===== config.mk =====
export PLATFORM = sky130hd
export DESIGN_NAME = i2c_master_top
export DESIGN_NICKNAME = d
export VERILOG_FILES = /design/src/i2c_pkg.sv /design/src/i2c_bit_engine.sv /design/src/i2c_host_regs.sv /design/src/i2c_master_top.sv /design/src/i2c_sequencer.sv /design/src/sync_fifo.sv
export SDC_FILE = /design/constraint.sdc
export NUM_CORES = 1
export LEC_CHECK = 0
export ABC_AREA = 1
export BUFFER_PORTS_ARGS = -buffer_cell sky130_fd_sc_hd__clkbuf_2
export CAP_MARGIN = 10
export CORE_UTILIZATION = 59
export CTS_BUF_LIST = sky130_fd_sc_hd__clkbuf_4
export DETAILED_ROUTE_END_ITERATION = 12
export PLACE_DENSITY_LB_ADDON = 0.08
export SETUP_SLACK_MARGIN = 0.15
export SYNTH_ARGS = -nofsm -noshare
export SYNTH_HDL_FRONTEND = slang
export SYNTH_SLANG_ARGS = --single-unit

===== constraint.sdc =====
create_clock -name i_clock -period 5.93 [get_ports i_clock]
set_clock_uncertainty 0.2 [all_clocks]
set_input_delay 1.186 -clock i_clock [delete_from_list [all_inputs] [get_ports i_clock]]
set_output_delay 1.186 -clock i_clock [all_outputs]
set_load 0.01 [all_outputs]

===== src/i2c_pkg.sv =====
// Shared types, bus timing and the host register map; referenced by scoped name from every module
package i2c_pkg;

	typedef logic [7:0] byte_t;
	typedef logic [6:0] dev_addr_t;
	typedef logic [31:0] tag_t;
	typedef logic [31:0] word_t;
	typedef logic [1:0] reg_addr_t;
	typedef logic [4:0] delay_t;	// Quarter-period counter
	typedef logic [3:0] count_t;	// Read byte count

	// Quarter SCL period, in clocks minus one
	localparam delay_t DELAY_SLOW = 5'd24;
	localparam delay_t DELAY_FAST = 5'd6;

	localparam int CMD_DEPTH = 16;
	localparam int RX_DEPTH = 16;

	localparam reg_addr_t REG_STATUS = 2'd0;
	localparam reg_addr_t REG_RXDATA = 2'd1;
	localparam reg_addr_t REG_QUEUED = 2'd2;
	localparam reg_addr_t REG_RETIRED = 2'd3;

	// Status word bits
	localparam int STAT_RX_FULL = 0;
	localparam int STAT_RX_EMPTY = 1;
	localparam int STAT_CMD_FULL = 2;
	localparam int STAT_CMD_EMPTY = 3;
	localparam int STAT_BUSY = 4;
	localparam int STAT_NACK = 5;

	// Host command word layout
	localparam int CMD_WRITE_BIT = 0;
	localparam int CMD_FAST_BIT = 1;
	localparam int CMD_DEV_LSB = 8;
	localparam int CMD_DEV_MSB = 14;
	localparam int CMD_CTRL_LSB = 16;
	localparam int CMD_CTRL_MSB = 23;
	localparam int CMD_DATA_LSB = 24;
	localparam int CMD_DATA_MSB = 31;
	localparam int CMD_COUNT_MSB = 27;

	typedef struct packed {
		logic is_write;
		logic fast;
		dev_addr_t dev;
		byte_t ctrl;
		byte_t data_or_count;	// Write data, or read count in low nibble
		tag_t tag;
	} i2c_cmd_t;

	typedef enum logic [1:0] {
		OP_START,
		OP_STOP,
		OP_TX_BYTE,
		OP_RX_BYTE
	} bit_op_t;

	typedef struct packed {
		bit_op_t op;
		logic fast;
		byte_t data;
		logic ack_out;	// Master ACKs the received byte
	} bit_req_t;

	typedef struct packed {
		byte_t data;
		logic nack;
	} bit_rsp_t;

endpackage


===== src/i2c_bit_engine.sv =====
// Bit-level I2C engine; produces the SCL/SDA waveform for one START, STOP or byte per request
`timescale 1ns/10ps

module i2c_bit_engine (
	input logic i_clock,
	input logic i_reset,
	input i2c_pkg::bit_req_t i_req,
	input logic i_seq_req,
	input logic i_sda,
	output i2c_pkg::bit_rsp_t o_rsp,
	output logic o_eng_ack,
	output logic o_scl,
	output logic o_sda_oe,
	output logic o_sda_out
);

	typedef enum logic [2:0] {
		ST_IDLE,
		ST_START,
		ST_STOP,
		ST_BYTE,
		ST_DONE
	} eng_state_t;

	eng_state_t state;
	i2c_pkg::bit_req_t req_q;
	i2c_pkg::byte_t shift_q;
	i2c_pkg::delay_t delay_cnt;
	i2c_pkg::delay_t reload;
	logic [1:0] phase;	// Four phases per bit
	logic [3:0] bit_cnt;
	logic nack_q;
	logic tick;

	// SDA drive for the low phase of bit idx, as {oe, out}
	function automatic logic [1:0] data_drive(i2c_pkg::bit_op_t op, logic [3:0] idx,
			i2c_pkg::byte_t sh, logic ack_out);
		if (idx == 4'd8)
			return (op == i2c_pkg::OP_RX_BYTE) ? {1'b1, ~ack_out} : 2'b01;
		return (op == i2c_pkg::OP_TX_BYTE) ? {1'b1, sh[7]} : 2'b01;
	endfunction

	assign tick = (delay_cnt == '0);
	assign reload = req_q.fast ? i2c_pkg::DELAY_FAST : i2c_pkg::DELAY_SLOW;
	assign o_rsp = '{data: shift_q, nack: nack_q};

	always_ff @(posedge i_clock) begin
		if (i_reset) begin
			state <= ST_IDLE;
			o_eng_ack <= 1'b0;
			o_scl <= 1'b1;
			o_sda_oe <= 1'b0;
			o_sda_out <= 1'b1;
			delay_cnt <= '0;
			phase <= '0;
			bit_cnt <= '0;
			nack_q <= 1'b0;
		end else begin
			unique case (state)
				ST_IDLE: begin
					if (i_seq_req) begin
						req_q <= i_req;
						shift_q <= i_req.data;
						nack_q <= 1'b0;
						phase <= '0;
						bit_cnt <= '0;
						delay_cnt <= i_req.fast ? i2c_pkg::DELAY_FAST : i2c_pkg::DELAY_SLOW;
						case (i_req.op)
							i2c_pkg::OP_START: begin
								o_sda_oe <= 1'b1;
								o_sda_out <= 1'b1;
								state <= ST_START;
							end
							i2c_pkg::OP_STOP: begin
								o_scl <= 1'b0;
								o_sda_oe <= 1'b1;
								o_sda_out <= 1'b0;
								state <= ST_STOP;
							end
							default: begin
								{o_sda_oe, o_sda_out} <= data_drive(i_req.op, 4'd0,
										i_req.data, i_req.ack_out);
								state <= ST_BYTE;
							end
						endcase
					end
				end

				ST_START, ST_STOP, ST_BYTE: begin
					if (!tick) begin
						delay_cnt <= delay_cnt - 1'b1;
					end else begin
						delay_cnt <= reload;
						phase <= phase + 1'b1;
						if (state == ST_START) begin
							case (phase)
								2'd0: o_scl <= 1'b1;
								2'd1: o_sda_out <= 1'b0;	// SDA falls with SCL high
								2'd2: o_scl <= 1'b0;
								default: begin
									o_eng_ack <= 1'b1;
									state <= ST_DONE;
								end
							endcase
						end else if (state == ST_STOP) begin
							case (phase)
								2'd0: o_scl <= 1'b1;
								2'd1: begin
									o_sda_oe <= 1'b0;	// Release, SDA rises
									o_sda_out <= 1'b1;
								end
								2'd2: ;
								default: begin
									o_eng_ack <= 1'b1;
									state <= ST_DONE;
								end
							endcase
						end else begin
							case (phase)
								2'd0: ;
								2'd1: o_scl <= 1'b1;
								2'd2: begin
									// Mid SCL-high sample
									if (bit_cnt == 4'd8)
										nack_q <= (req_q.op == i2c_pkg::OP_TX_BYTE) && i_sda;
									else
										shift_q <= {shift_q[6:0], i_sda};
								end
								default: begin
									o_scl <= 1'b0;
									if (bit_cnt == 4'd8) begin
										o_sda_oe <= 1'b0;
										o_sda_out <= 1'b1;
										o_eng_ack <= 1'b1;
										state <= ST_DONE;
									end else begin
										bit_cnt <= bit_cnt + 1'b1;
										{o_sda_oe, o_sda_out} <= data_drive(req_q.op,
												bit_cnt + 1'b1, shift_q, req_q.ack_out);
									end
								end
							endcase
						end
					end
				end

				ST_DONE: begin
					if (!i_seq_req) begin
						o_eng_ack <= 1'b0;
						state <= ST_IDLE;
					end
				end

				default: state <= ST_IDLE;
			endcase
		end
	end

endmodule


===== src/i2c_host_regs.sv =====
// Host-side register block; the CPU writes commands and reads status, RX data and counters here
`timescale 1ns/10ps

module i2c_host_regs (
	input logic i_clock,
	input logic i_reset,
	input logic i_req,
	input logic i_write,
	input i2c_pkg::reg_addr_t i_addr,
	input i2c_pkg::word_t i_wdata,
	output logic o_ack,
	output i2c_pkg::word_t o_rdata,

	output logic o_cmd_push,
	output i2c_pkg::i2c_cmd_t o_cmd,
	input logic i_cmd_full,
	input logic i_cmd_empty,

	output logic o_rx_pop,
	input i2c_pkg::byte_t i_rx_data,
	input logic i_rx_full,
	input logic i_rx_empty,

	input logic i_busy,
	input logic i_nack_pulse,
	input i2c_pkg::tag_t i_retired
);

	i2c_pkg::tag_t queued;
	logic nack_seen;
	i2c_pkg::word_t status;
	i2c_pkg::i2c_cmd_t cmd_word;

	always_comb begin
		status = '0;
		status[i2c_pkg::STAT_RX_FULL] = i_rx_full;
		status[i2c_pkg::STAT_RX_EMPTY] = i_rx_empty;
		status[i2c_pkg::STAT_CMD_FULL] = i_cmd_full;
		status[i2c_pkg::STAT_CMD_EMPTY] = i_cmd_empty;
		status[i2c_pkg::STAT_BUSY] = i_busy;
		status[i2c_pkg::STAT_NACK] = nack_seen;
	end

	// Unpack host word into a queue entry
	always_comb begin
		cmd_word.is_write = i_wdata[i2c_pkg::CMD_WRITE_BIT];
		cmd_word.fast = i_wdata[i2c_pkg::CMD_FAST_BIT];
		cmd_word.dev = i_wdata[i2c_pkg::CMD_DEV_MSB:i2c_pkg::CMD_DEV_LSB];
		cmd_word.ctrl = i_wdata[i2c_pkg::CMD_CTRL_MSB:i2c_pkg::CMD_CTRL_LSB];
		cmd_word.data_or_count = i_wdata[i2c_pkg::CMD_DATA_MSB:i2c_pkg::CMD_DATA_LSB];
		cmd_word.tag = queued + 1'b1;
	end

	always_ff @(posedge i_clock) begin
		if (i_reset) begin
			o_ack <= 1'b0;
			o_cmd_push <= 1'b0;
			o_rx_pop <= 1'b0;
			queued <= '0;
			nack_seen <= 1'b0;
		end else begin
			o_cmd_push <= 1'b0;
			o_rx_pop <= 1'b0;

			if (i_req && !o_ack) begin
				if (i_write) begin
					if (i_addr != i2c_pkg::REG_STATUS) begin
						o_ack <= 1'b1;	// Read-only address
					end else if (!i_cmd_full) begin
						o_cmd <= cmd_word;
						o_cmd_push <= 1'b1;
						queued <= queued + 1'b1;
						o_ack <= 1'b1;
					end
				end else begin
					unique case (i_addr)
						i2c_pkg::REG_STATUS: begin
							o_rdata <= status;
							nack_seen <= 1'b0;	// Clear on read
							o_ack <= 1'b1;
						end
						i2c_pkg::REG_RXDATA: begin
							// Stall until a byte arrives
							if (!i_rx_empty) begin
								o_rdata <= {24'h0, i_rx_data};
								o_rx_pop <= 1'b1;
								o_ack <= 1'b1;
							end
						end
						i2c_pkg::REG_QUEUED: begin
							o_rdata <= queued;
							o_ack <= 1'b1;
						end
						i2c_pkg::REG_RETIRED: begin
							o_rdata <= i_retired;
							o_ack <= 1'b1;
						end
					endcase
				end
			end else if (!i_req) begin
				o_ack <= 1'b0;
			end

			if (i_nack_pulse)
				nack_seen <= 1'b1;	// New NACK beats a clearing read
		end
	end

endmodule


===== src/i2c_master_top.sv =====
// I2C master top level; joins the host port, both queues, the sequencer and the bit engine
`timescale 1ns/10ps

module i2c_master_top (
	input logic i_clock,
	input logic i_reset,
	input logic i_req,
	input logic i_write,
	input i2c_pkg::reg_addr_t i_addr,
	input i2c_pkg::word_t i_wdata,
	input logic i_sda,
	output logic o_ack,
	output i2c_pkg::word_t o_rdata,
	output logic o_scl,
	output logic o_sda_oe,
	output logic o_sda_out
);

	logic cmd_push;
	logic cmd_pop;
	logic cmd_full;
	logic cmd_empty;
	i2c_pkg::i2c_cmd_t cmd_wdata;
	i2c_pkg::i2c_cmd_t cmd_rdata;

	logic rx_push;
	logic rx_pop;
	logic rx_full;
	logic rx_empty;
	i2c_pkg::byte_t rx_wdata;
	i2c_pkg::byte_t rx_rdata;

	logic busy;
	logic nack_pulse;
	i2c_pkg::tag_t retired;

	i2c_pkg::bit_req_t bit_req;
	i2c_pkg::bit_rsp_t bit_rsp;
	logic seq_req;
	logic eng_ack;

	i2c_host_regs host_i (
		.i_clock(i_clock), .i_reset(i_reset),
		.i_req(i_req), .i_write(i_write), .i_addr(i_addr), .i_wdata(i_wdata),
		.o_ack(o_ack), .o_rdata(o_rdata),
		.o_cmd_push(cmd_push), .o_cmd(cmd_wdata), .i_cmd_full(cmd_full), .i_cmd_empty(cmd_empty),
		.o_rx_pop(rx_pop), .i_rx_data(rx_rdata), .i_rx_full(rx_full), .i_rx_empty(rx_empty),
		.i_busy(busy), .i_nack_pulse(nack_pulse), .i_retired(retired)
	);

	sync_fifo #(.WIDTH($bits(i2c_pkg::i2c_cmd_t)), .DEPTH(i2c_pkg::CMD_DEPTH)) cmd_fifo_i (
		.i_clock(i_clock), .i_reset(i_reset),
		.i_push(cmd_push), .i_wdata(cmd_wdata), .i_pop(cmd_pop),
		.o_rdata(cmd_rdata), .o_empty(cmd_empty), .o_full(cmd_full)
	);

	sync_fifo #(.WIDTH($bits(i2c_pkg::byte_t)), .DEPTH(i2c_pkg::RX_DEPTH)) rx_fifo_i (
		.i_clock(i_clock), .i_reset(i_reset),
		.i_push(rx_push), .i_wdata(rx_wdata), .i_pop(rx_pop),
		.o_rdata(rx_rdata), .o_empty(rx_empty), .o_full(rx_full)
	);

	i2c_sequencer seq_i (
		.i_clock(i_clock), .i_reset(i_reset),
		.i_cmd(cmd_rdata), .i_cmd_empty(cmd_empty), .o_cmd_pop(cmd_pop),
		.o_rx_push(rx_push), .o_rx_data(rx_wdata), .i_rx_full(rx_full),
		.o_bit_req(bit_req), .o_seq_req(seq_req), .i_bit_rsp(bit_rsp), .i_eng_ack(eng_ack),
		.o_busy(busy), .o_nack_pulse(nack_pulse), .o_retired(retired)
	);

	i2c_bit_engine eng_i (
		.i_clock(i_clock), .i_reset(i_reset),
		.i_req(bit_req), .i_seq_req(seq_req), .i_sda(i_sda),
		.o_rsp(bit_rsp), .o_eng_ack(eng_ack),
		.o_scl(o_scl), .o_sda_oe(o_sda_oe), .o_sda_out(o_sda_out)
	);

endmodule


===== src/i2c_sequencer.sv =====
// Transaction sequencer; pops one command and walks it through the bit engine operations
`timescale 1ns/10ps

module i2c_sequencer (
	input logic i_clock,
	input logic i_reset,

	input i2c_pkg::i2c_cmd_t i_cmd,
	input logic i_cmd_empty,
	output logic o_cmd_pop,

	output logic o_rx_push,
	output i2c_pkg::byte_t o_rx_data,
	input logic i_rx_full,

	output i2c_pkg::bit_req_t o_bit_req,
	output logic o_seq_req,
	input i2c_pkg::bit_rsp_t i_bit_rsp,
	input logic i_eng_ack,

	output logic o_busy,
	output logic o_nack_pulse,
	output i2c_pkg::tag_t o_retired
);

	typedef enum logic [3:0] {
		S_IDLE,
		S_START,
		S_ADDR_W,
		S_CTRL,
		S_DATA,
		S_RESTART,
		S_ADDR_R,
		S_RX,
		S_STOP,
		S_RETIRE
	} seq_state_t;

	seq_state_t state;
	i2c_pkg::i2c_cmd_t cmd_q;
	i2c_pkg::count_t remaining;
	i2c_pkg::count_t count_in;
	i2c_pkg::bit_req_t next_req;
	logic can_issue;

	assign count_in = i_cmd.data_or_count[i2c_pkg::CMD_COUNT_MSB-i2c_pkg::CMD_DATA_LSB:0];

	// RX waits for room in the receive queue
	assign can_issue = !i_eng_ack && !(state == S_RX && i_rx_full);

	always_comb begin
		next_req.op = i2c_pkg::OP_START;
		next_req.fast = cmd_q.fast;
		next_req.data = '0;
		next_req.ack_out = 1'b0;
		case (state)
			S_ADDR_W: begin
				next_req.op = i2c_pkg::OP_TX_BYTE;
				next_req.data = {cmd_q.dev, 1'b0};
			end
			S_CTRL: begin
				next_req.op = i2c_pkg::OP_TX_BYTE;
				next_req.data = cmd_q.ctrl;
			end
			S_DATA: begin
				next_req.op = i2c_pkg::OP_TX_BYTE;
				next_req.data = cmd_q.data_or_count;
			end
			S_ADDR_R: begin
				next_req.op = i2c_pkg::OP_TX_BYTE;
				next_req.data = {cmd_q.dev, 1'b1};
			end
			S_RX: begin
				next_req.op = i2c_pkg::OP_RX_BYTE;
				next_req.ack_out = (remaining != 4'd1);	// NACK the last byte
			end
			S_STOP: next_req.op = i2c_pkg::OP_STOP;
			default: ;
		endcase
	end

	always_ff @(posedge i_clock) begin
		if (i_reset) begin
			state <= S_IDLE;
			o_cmd_pop <= 1'b0;
			o_rx_push <= 1'b0;
			o_seq_req <= 1'b0;
			o_busy <= 1'b0;
			o_nack_pulse <= 1'b0;
			o_retired <= '0;
		end else begin
			o_cmd_pop <= 1'b0;
			o_rx_push <= 1'b0;
			o_nack_pulse <= 1'b0;

			case (state)
				S_IDLE: begin
					if (!i_cmd_empty) begin
						cmd_q <= i_cmd;
						remaining <= (count_in == '0) ? 4'd1 : count_in;
						o_cmd_pop <= 1'b1;
						o_busy <= 1'b1;
						state <= S_START;
					end
				end
				S_RETIRE: begin
					o_retired <= cmd_q.tag;
					o_busy <= 1'b0;
					state <= S_IDLE;
				end
				default: begin
					if (!o_seq_req) begin
						if (can_issue) begin
							o_bit_req <= next_req;
							o_seq_req <= 1'b1;
						end
					end else if (i_eng_ack) begin
						o_seq_req <= 1'b0;
						o_nack_pulse <= i_bit_rsp.nack;
						case (state)
							S_START: state <= S_ADDR_W;
							S_ADDR_W: state <= i_bit_rsp.nack ? S_STOP : S_CTRL;
							S_CTRL: begin
								if (i_bit_rsp.nack)
									state <= S_STOP;
								else
									state <= cmd_q.is_write ? S_DATA : S_RESTART;
							end
							S_DATA: state <= S_STOP;
							S_RESTART: state <= S_ADDR_R;
							S_ADDR_R: state <= i_bit_rsp.nack ? S_STOP : S_RX;
							S_RX: begin
								o_rx_data <= i_bit_rsp.data;
								o_rx_push <= 1'b1;
								remaining <= remaining - 1'b1;
								state <= (remaining == 4'd1) ? S_STOP : S_RX;
							end
							default: state <= S_RETIRE;	// After STOP
						endcase
					end
				end
			endcase
		end
	end

endmodule


===== src/sync_fifo.sv =====
// First-word-fall-through FIFO, instantiated for both the command and receive queues
`timescale 1ns/10ps

module sync_fifo #(
	parameter int WIDTH = 8,
	parameter int DEPTH = 16
) (
	input logic i_clock,
	input logic i_reset,
	input logic i_push,
	input logic [WIDTH-1:0] i_wdata,
	input logic i_pop,
	output logic [WIDTH-1:0] o_rdata,
	output logic o_empty,
	output logic o_full
);

	logic [WIDTH-1:0] mem [DEPTH];
	logic [$clog2(DEPTH)-1:0] wr_ptr;
	logic [$clog2(DEPTH)-1:0] rd_ptr;
	logic [$clog2(DEPTH+1)-1:0] count;
	logic do_push;
	logic do_pop;

	assign do_push = i_push && !o_full;
	assign do_pop = i_pop && !o_empty;

	assign o_empty = (count == '0);
	assign o_full = (count == ($clog2(DEPTH+1))'(DEPTH));
	assign o_rdata = mem[rd_ptr];	// Head is always visible

	always_ff @(posedge i_clock) begin
		if (do_push)
			mem[wr_ptr] <= i_wdata;
	end

	always_ff @(posedge i_clock) begin
		if (i_reset) begin
			wr_ptr <= '0;
			rd_ptr <= '0;
			count <= '0;
		end else begin
			if (do_push)
				wr_ptr <= (wr_ptr == ($clog2(DEPTH))'(DEPTH - 1)) ? '0 : wr_ptr + 1'b1;
			if (do_pop)
				rd_ptr <= (rd_ptr == ($clog2(DEPTH))'(DEPTH - 1)) ? '0 : rd_ptr + 1'b1;
			if (do_push && !do_pop)
				count <= count + 1'b1;
			else if (do_pop && !do_push)
				count <= count - 1'b1;
		end
	end

endmodule


==> impl_metrics.py <==
metrics = {
    "sta": {
        "relSlewSlack_pct": 21.3,
        "fmax_ghz": 0.280,
        "hold_violations": 0,
        "rsz0062_at_grt": "false",
        "finalSetupViolations": 0,
        "final-max-slew-violation-count": 0,
        "finalSetupTns_ns": 0,
        "worst_pin_slew_ns": 1.18,
        "period_share_pct": 60.3,
        "period_needed_ns": 3.57,
    },
    "floorplanning": {
        "start_util_pct": 59.5,
        "io_pins": 75,
        "die_area_um2": 91900,
        "rows": 110,
        "floorplan.die.width_um": 303,
        "die_h_um": 303,
        "fp.coreArea_um2": 89900,
    },
    "yosys": {
        "synthCells": 4245,
        "async_flop_share_pct": 0,
        "ys_seq_area_share_pct": 73.5,
        "synth.avg_cell_area_um2": 12.6,
        "yosys_register_bits": 1352,
        "syn-cell-area_um2": 53500,
        "synth_edf_count": 1222,
        "post_synth_num_cell_types": 48,
        "synth_ff_type": "edfxtp_1",
        "ys_warn_count": 0,
        "synth_fp_nets": 4315,
    },
    "pwr": {
        "p_leak_nw": 20.3,
        "power_density_nw_per_um2": 324,
        "combPwrFrac_pct": 5.6,
        "switching_share_pct": 23.7,
        "ir_drop_v": 0.000218,
        "intPower_mw": 14.7,
        "switching_power_mw": 4.54,
        "clkPwrFrac_pct": 39.2,
        "sequentialPowerShare_pct": 55.2,
    },
    "critical_path": {
        "path_max_fanout": 65,
        "crit_end": "seq_i.remaining[0]$_DFFE_PP_",
        "endpoint_kind": "register",
        "cpPeakStageDelay_ns": 0.80,
        "crit_required_ns": 6.61,
        "r2r_cells": 9,
        "reg2reg_slack_ns": 2.36,
        "critPathArrivalTime_ns": 4.26,
        "slowest_stage": "dfxtp_4",
        "cp-start-kind": "register",
        "reg2reg_to": "seq_i.remaining[0]$_DFFE_PP_",
        "crit_type": "reg -> reg",
        "crit_chain": "buf_4, buf_4, nand3_1, nand3_1, nand3_1, nand2_1, nor2_1, nand2_1, a21oi_1",
        "path_common_cell": "nand3_1",
    },
    "global_route": {
        "grt_max_degree": 227,
        "track_usage_pct": 28.7,
        "grt_pass1_vias": 33436,
        "overflow": 0,
        "grt_antenna_before_repair": 4,
        "grt_pass1_wl_mm": 196,
    },
    "routing": {
        "wl_per_cell_um": 22.1,
        "vias": 35088,
        "drt-total-wl_mm": 131,
        "ant_nets": 0,
        "first_pass_iters": 6,
        "drcViolationCount": 0,
        "vias_per_cell": 5.93,
        "drt-initial-drc-count": 3600,
    },
    "clock_network": {
        "cts-buffers-inserted": 349,
        "ctsResizeCount": 0,
        "clock_sinks": 1352,
        "clk_latency_ns": 1.22,
        "cts_max_path_buffers": 4,
        "cts-root-buf": "clkbuf_4",
        "path_clk_slew_ns": 0.07,
        "htreeDepth": 5,
        "cts_tree": "yes",
    },
    "run": {
        "drv_cap": 0,
    },
    "placement": {
        "numPortBuffers": 67,
        "dpl.hpwl_mm": 68.6,
        "gp_congestion": 0.899,
    },
    "run_status": {
        "status": "finished clean",
    },
    "cells_and_area": {
        "drive_above_1_share_pct": 14.6,
        "postLayoutCoreUtil_pct": 66.0,
        "area_delta_synth_final_pct": 10.9,
        "fin_nets": 4559,
    },
    "worst_hold_path": {
        "hold_class": "in -> reg",
    },
}
==> power groups by stage <==
stage               logic [mW]  clock network [mW]  registers, mW
floorplan                0.784                   0           10.7
global placement          1.05                   0           10.8
detailed placement        1.06                   0           10.8
CTS                       1.08                7.67           10.6
global route              1.23                8.17           10.6
finish                    1.08                7.52           10.6
==> Yosys cell counts, types with 3 or more instances <==
cell | number | area (um2)
a21oi_1 | 81 | 405
xor2_1 | 20 | 175
nand3_1 | 215 | 1080
clkbuf_1 | 160 | 601
nand2_1 | 342 | 1280
nor3_2 | 7 | 70.1
inv_1 | 180 | 676
o22ai_1 | 41 | 257
ha_1 | 29 | 363
edfxtp_1 | 1222 | 36700
buf_6 | 5 | 56.3
o2111ai_1 | 3 | 26.3
dfxtp_1 | 130 | 2600
nor2_1 | 727 | 2730
o211ai_1 | 65 | 488
buf_4 | 10 | 75.1
xnor2_1 | 8 | 70.1
nand4_1 | 19 | 119
inv_2 | 11 | 41.3
buf_2 | 70 | 350
nor2_4 | 3 | 33.8
nand2_2 | 6 | 37.5
nor3_1 | 27 | 135
a211oi_1 | 10 | 75.1
nor2_2 | 6 | 37.5
o221ai_1 | 177 | 1550
o21ai_0 | 617 | 3090
clkinv_1 | 5 | 18.8
buf_1 | 7 | 26.3
o21ai_1 | 16 | 80.1
==> placed cells by master, fill, tap and decap left out, types with 19 or more instances in the layout <==
cell           synthesis  final
a21oi_1               81     80
buf_4                 10     44
clkbuf_2               0     67
clkbuf_4               0    481
clkinv_1               5    104
dfxtp_1              130    125
dlygate4sd3_1          0     25
edfxtp_1            1222   1222
ha_1                  29     29
inv_1                180    177
nand2_1              342    342
nand3_1              215    215
nand4_1               19     19
nor2_1               727    710
nor2_4                 3     20
nor3_1                27     26
o211ai_1              65     65
o21ai_0              617    617
o221ai_1             177    177
o22ai_1               41     41
xor2_1                20     20
==> through the flow <==
stage | power (mW) | instance area (um2) | setup WS, ns | hold slack (ns) | instances
finish | 19.2 | 59300 | 2.36 | 0.146 | 5921
detailed placement | 11.9 | 54900 | 1.95 | 0.208 | 5289
floorplan | 11.5 | 53500 | 0.863 | 0.200 | 4245
CTS | 19.3 | 59300 | 2.32 | 0.0225 | 5918
global route | 20.0 | 59300 | 2.13 | 0.0587 | 5920
global placement | 11.8 | 54900 | 1.96 | 0.210 | 5289
==> repair_timing <==
action | in CTS | in global routing
endpoints found under the setup margin | 0 | 0
buffers inserted | 0 | 0
hold endpoints to repair | 25 | 0
hold buffers | 25 | 0
==> metal layers <==
layer / vias to the layer above / track usage [%] / part of all wire, %
li1: 16271 / - / -
met1: 16943 / 40.5 / 42
met2: 1623 / 43.7 / 46
met3: 251 / 6.54 / 9.4
met4: 0 / 10.9 / 2.5
met5: - / 0 / 0
==> cell type report <==
class                      instances  area (um2)
inverter                         196         752
fill                            6750       30500
timing repair buffer             145        1100
clock inverter                   123         578
clock buffer                     481        3610
multi-input combinational       2445       12500
tap                             1176        1470
sequential                      1352       39300
antenna                            3        7.51
==> sequential cells by signal, summed over array words and instances, names as in the netlist, 5 cells and up, named ones only <==
signal	flops
seq_i.cmd_q	57
seq_i.o_rx_data	8
eng_i.shift_q	8
cmd_fifo_i.count	5
host_i.o_cmd	57
host_i.queued	32
cmd_fifo_i.mem	912
eng_i.delay_cnt	5
rx_fifo_i.mem	128
seq_i.o_bit_req	12
seq_i.o_retired	32
rx_fifo_i.count	5
host_i.o_rdata	32
==> how the worst min path moves through the flow <==
stage          cells past startpoint                          to                              from
2_1_floorplan                      0    eng_i.req_q[0]$_DFFE_PP_  seq_i.o_bit_req[0]$_SDFFCE_PP0P_
3_3_place_gp                       0    eng_i.req_q[0]$_DFFE_PP_  seq_i.o_bit_req[0]$_SDFFCE_PP0P_
3_5_place_dp                       0    eng_i.req_q[0]$_DFFE_PP_  seq_i.o_bit_req[0]$_SDFFCE_PP0P_
4_1_cts                            1  host_i.o_cmd[32]$_DFFE_PP_                       i_wdata[24]
5_1_grt                            1  host_i.o_cmd[32]$_DFFE_PP_                       i_wdata[24]
6_report                           1  host_i.o_cmd[32]$_DFFE_PP_                       i_wdata[24]
==> cell families after synthesis <==
family | share of synthesized area (%)
xor gates and xnor gates | 0.489
adders and majority gates | 0.753
DFF | 73.5
AOI/OAI and AO/OA | 11.3
and+or+nand+nor | 10.6
buffers and inverters | 3.45
==> worst max-delay path, delay by kind of cell, from the launching register on <==
family	cells	cell delay [ns]
simple gates	6	0.72
compound gates	1	0.06
flops	1	0.80
buf+inv	2	1.43
No activity file was read; power rests on OpenSTA's default activity.
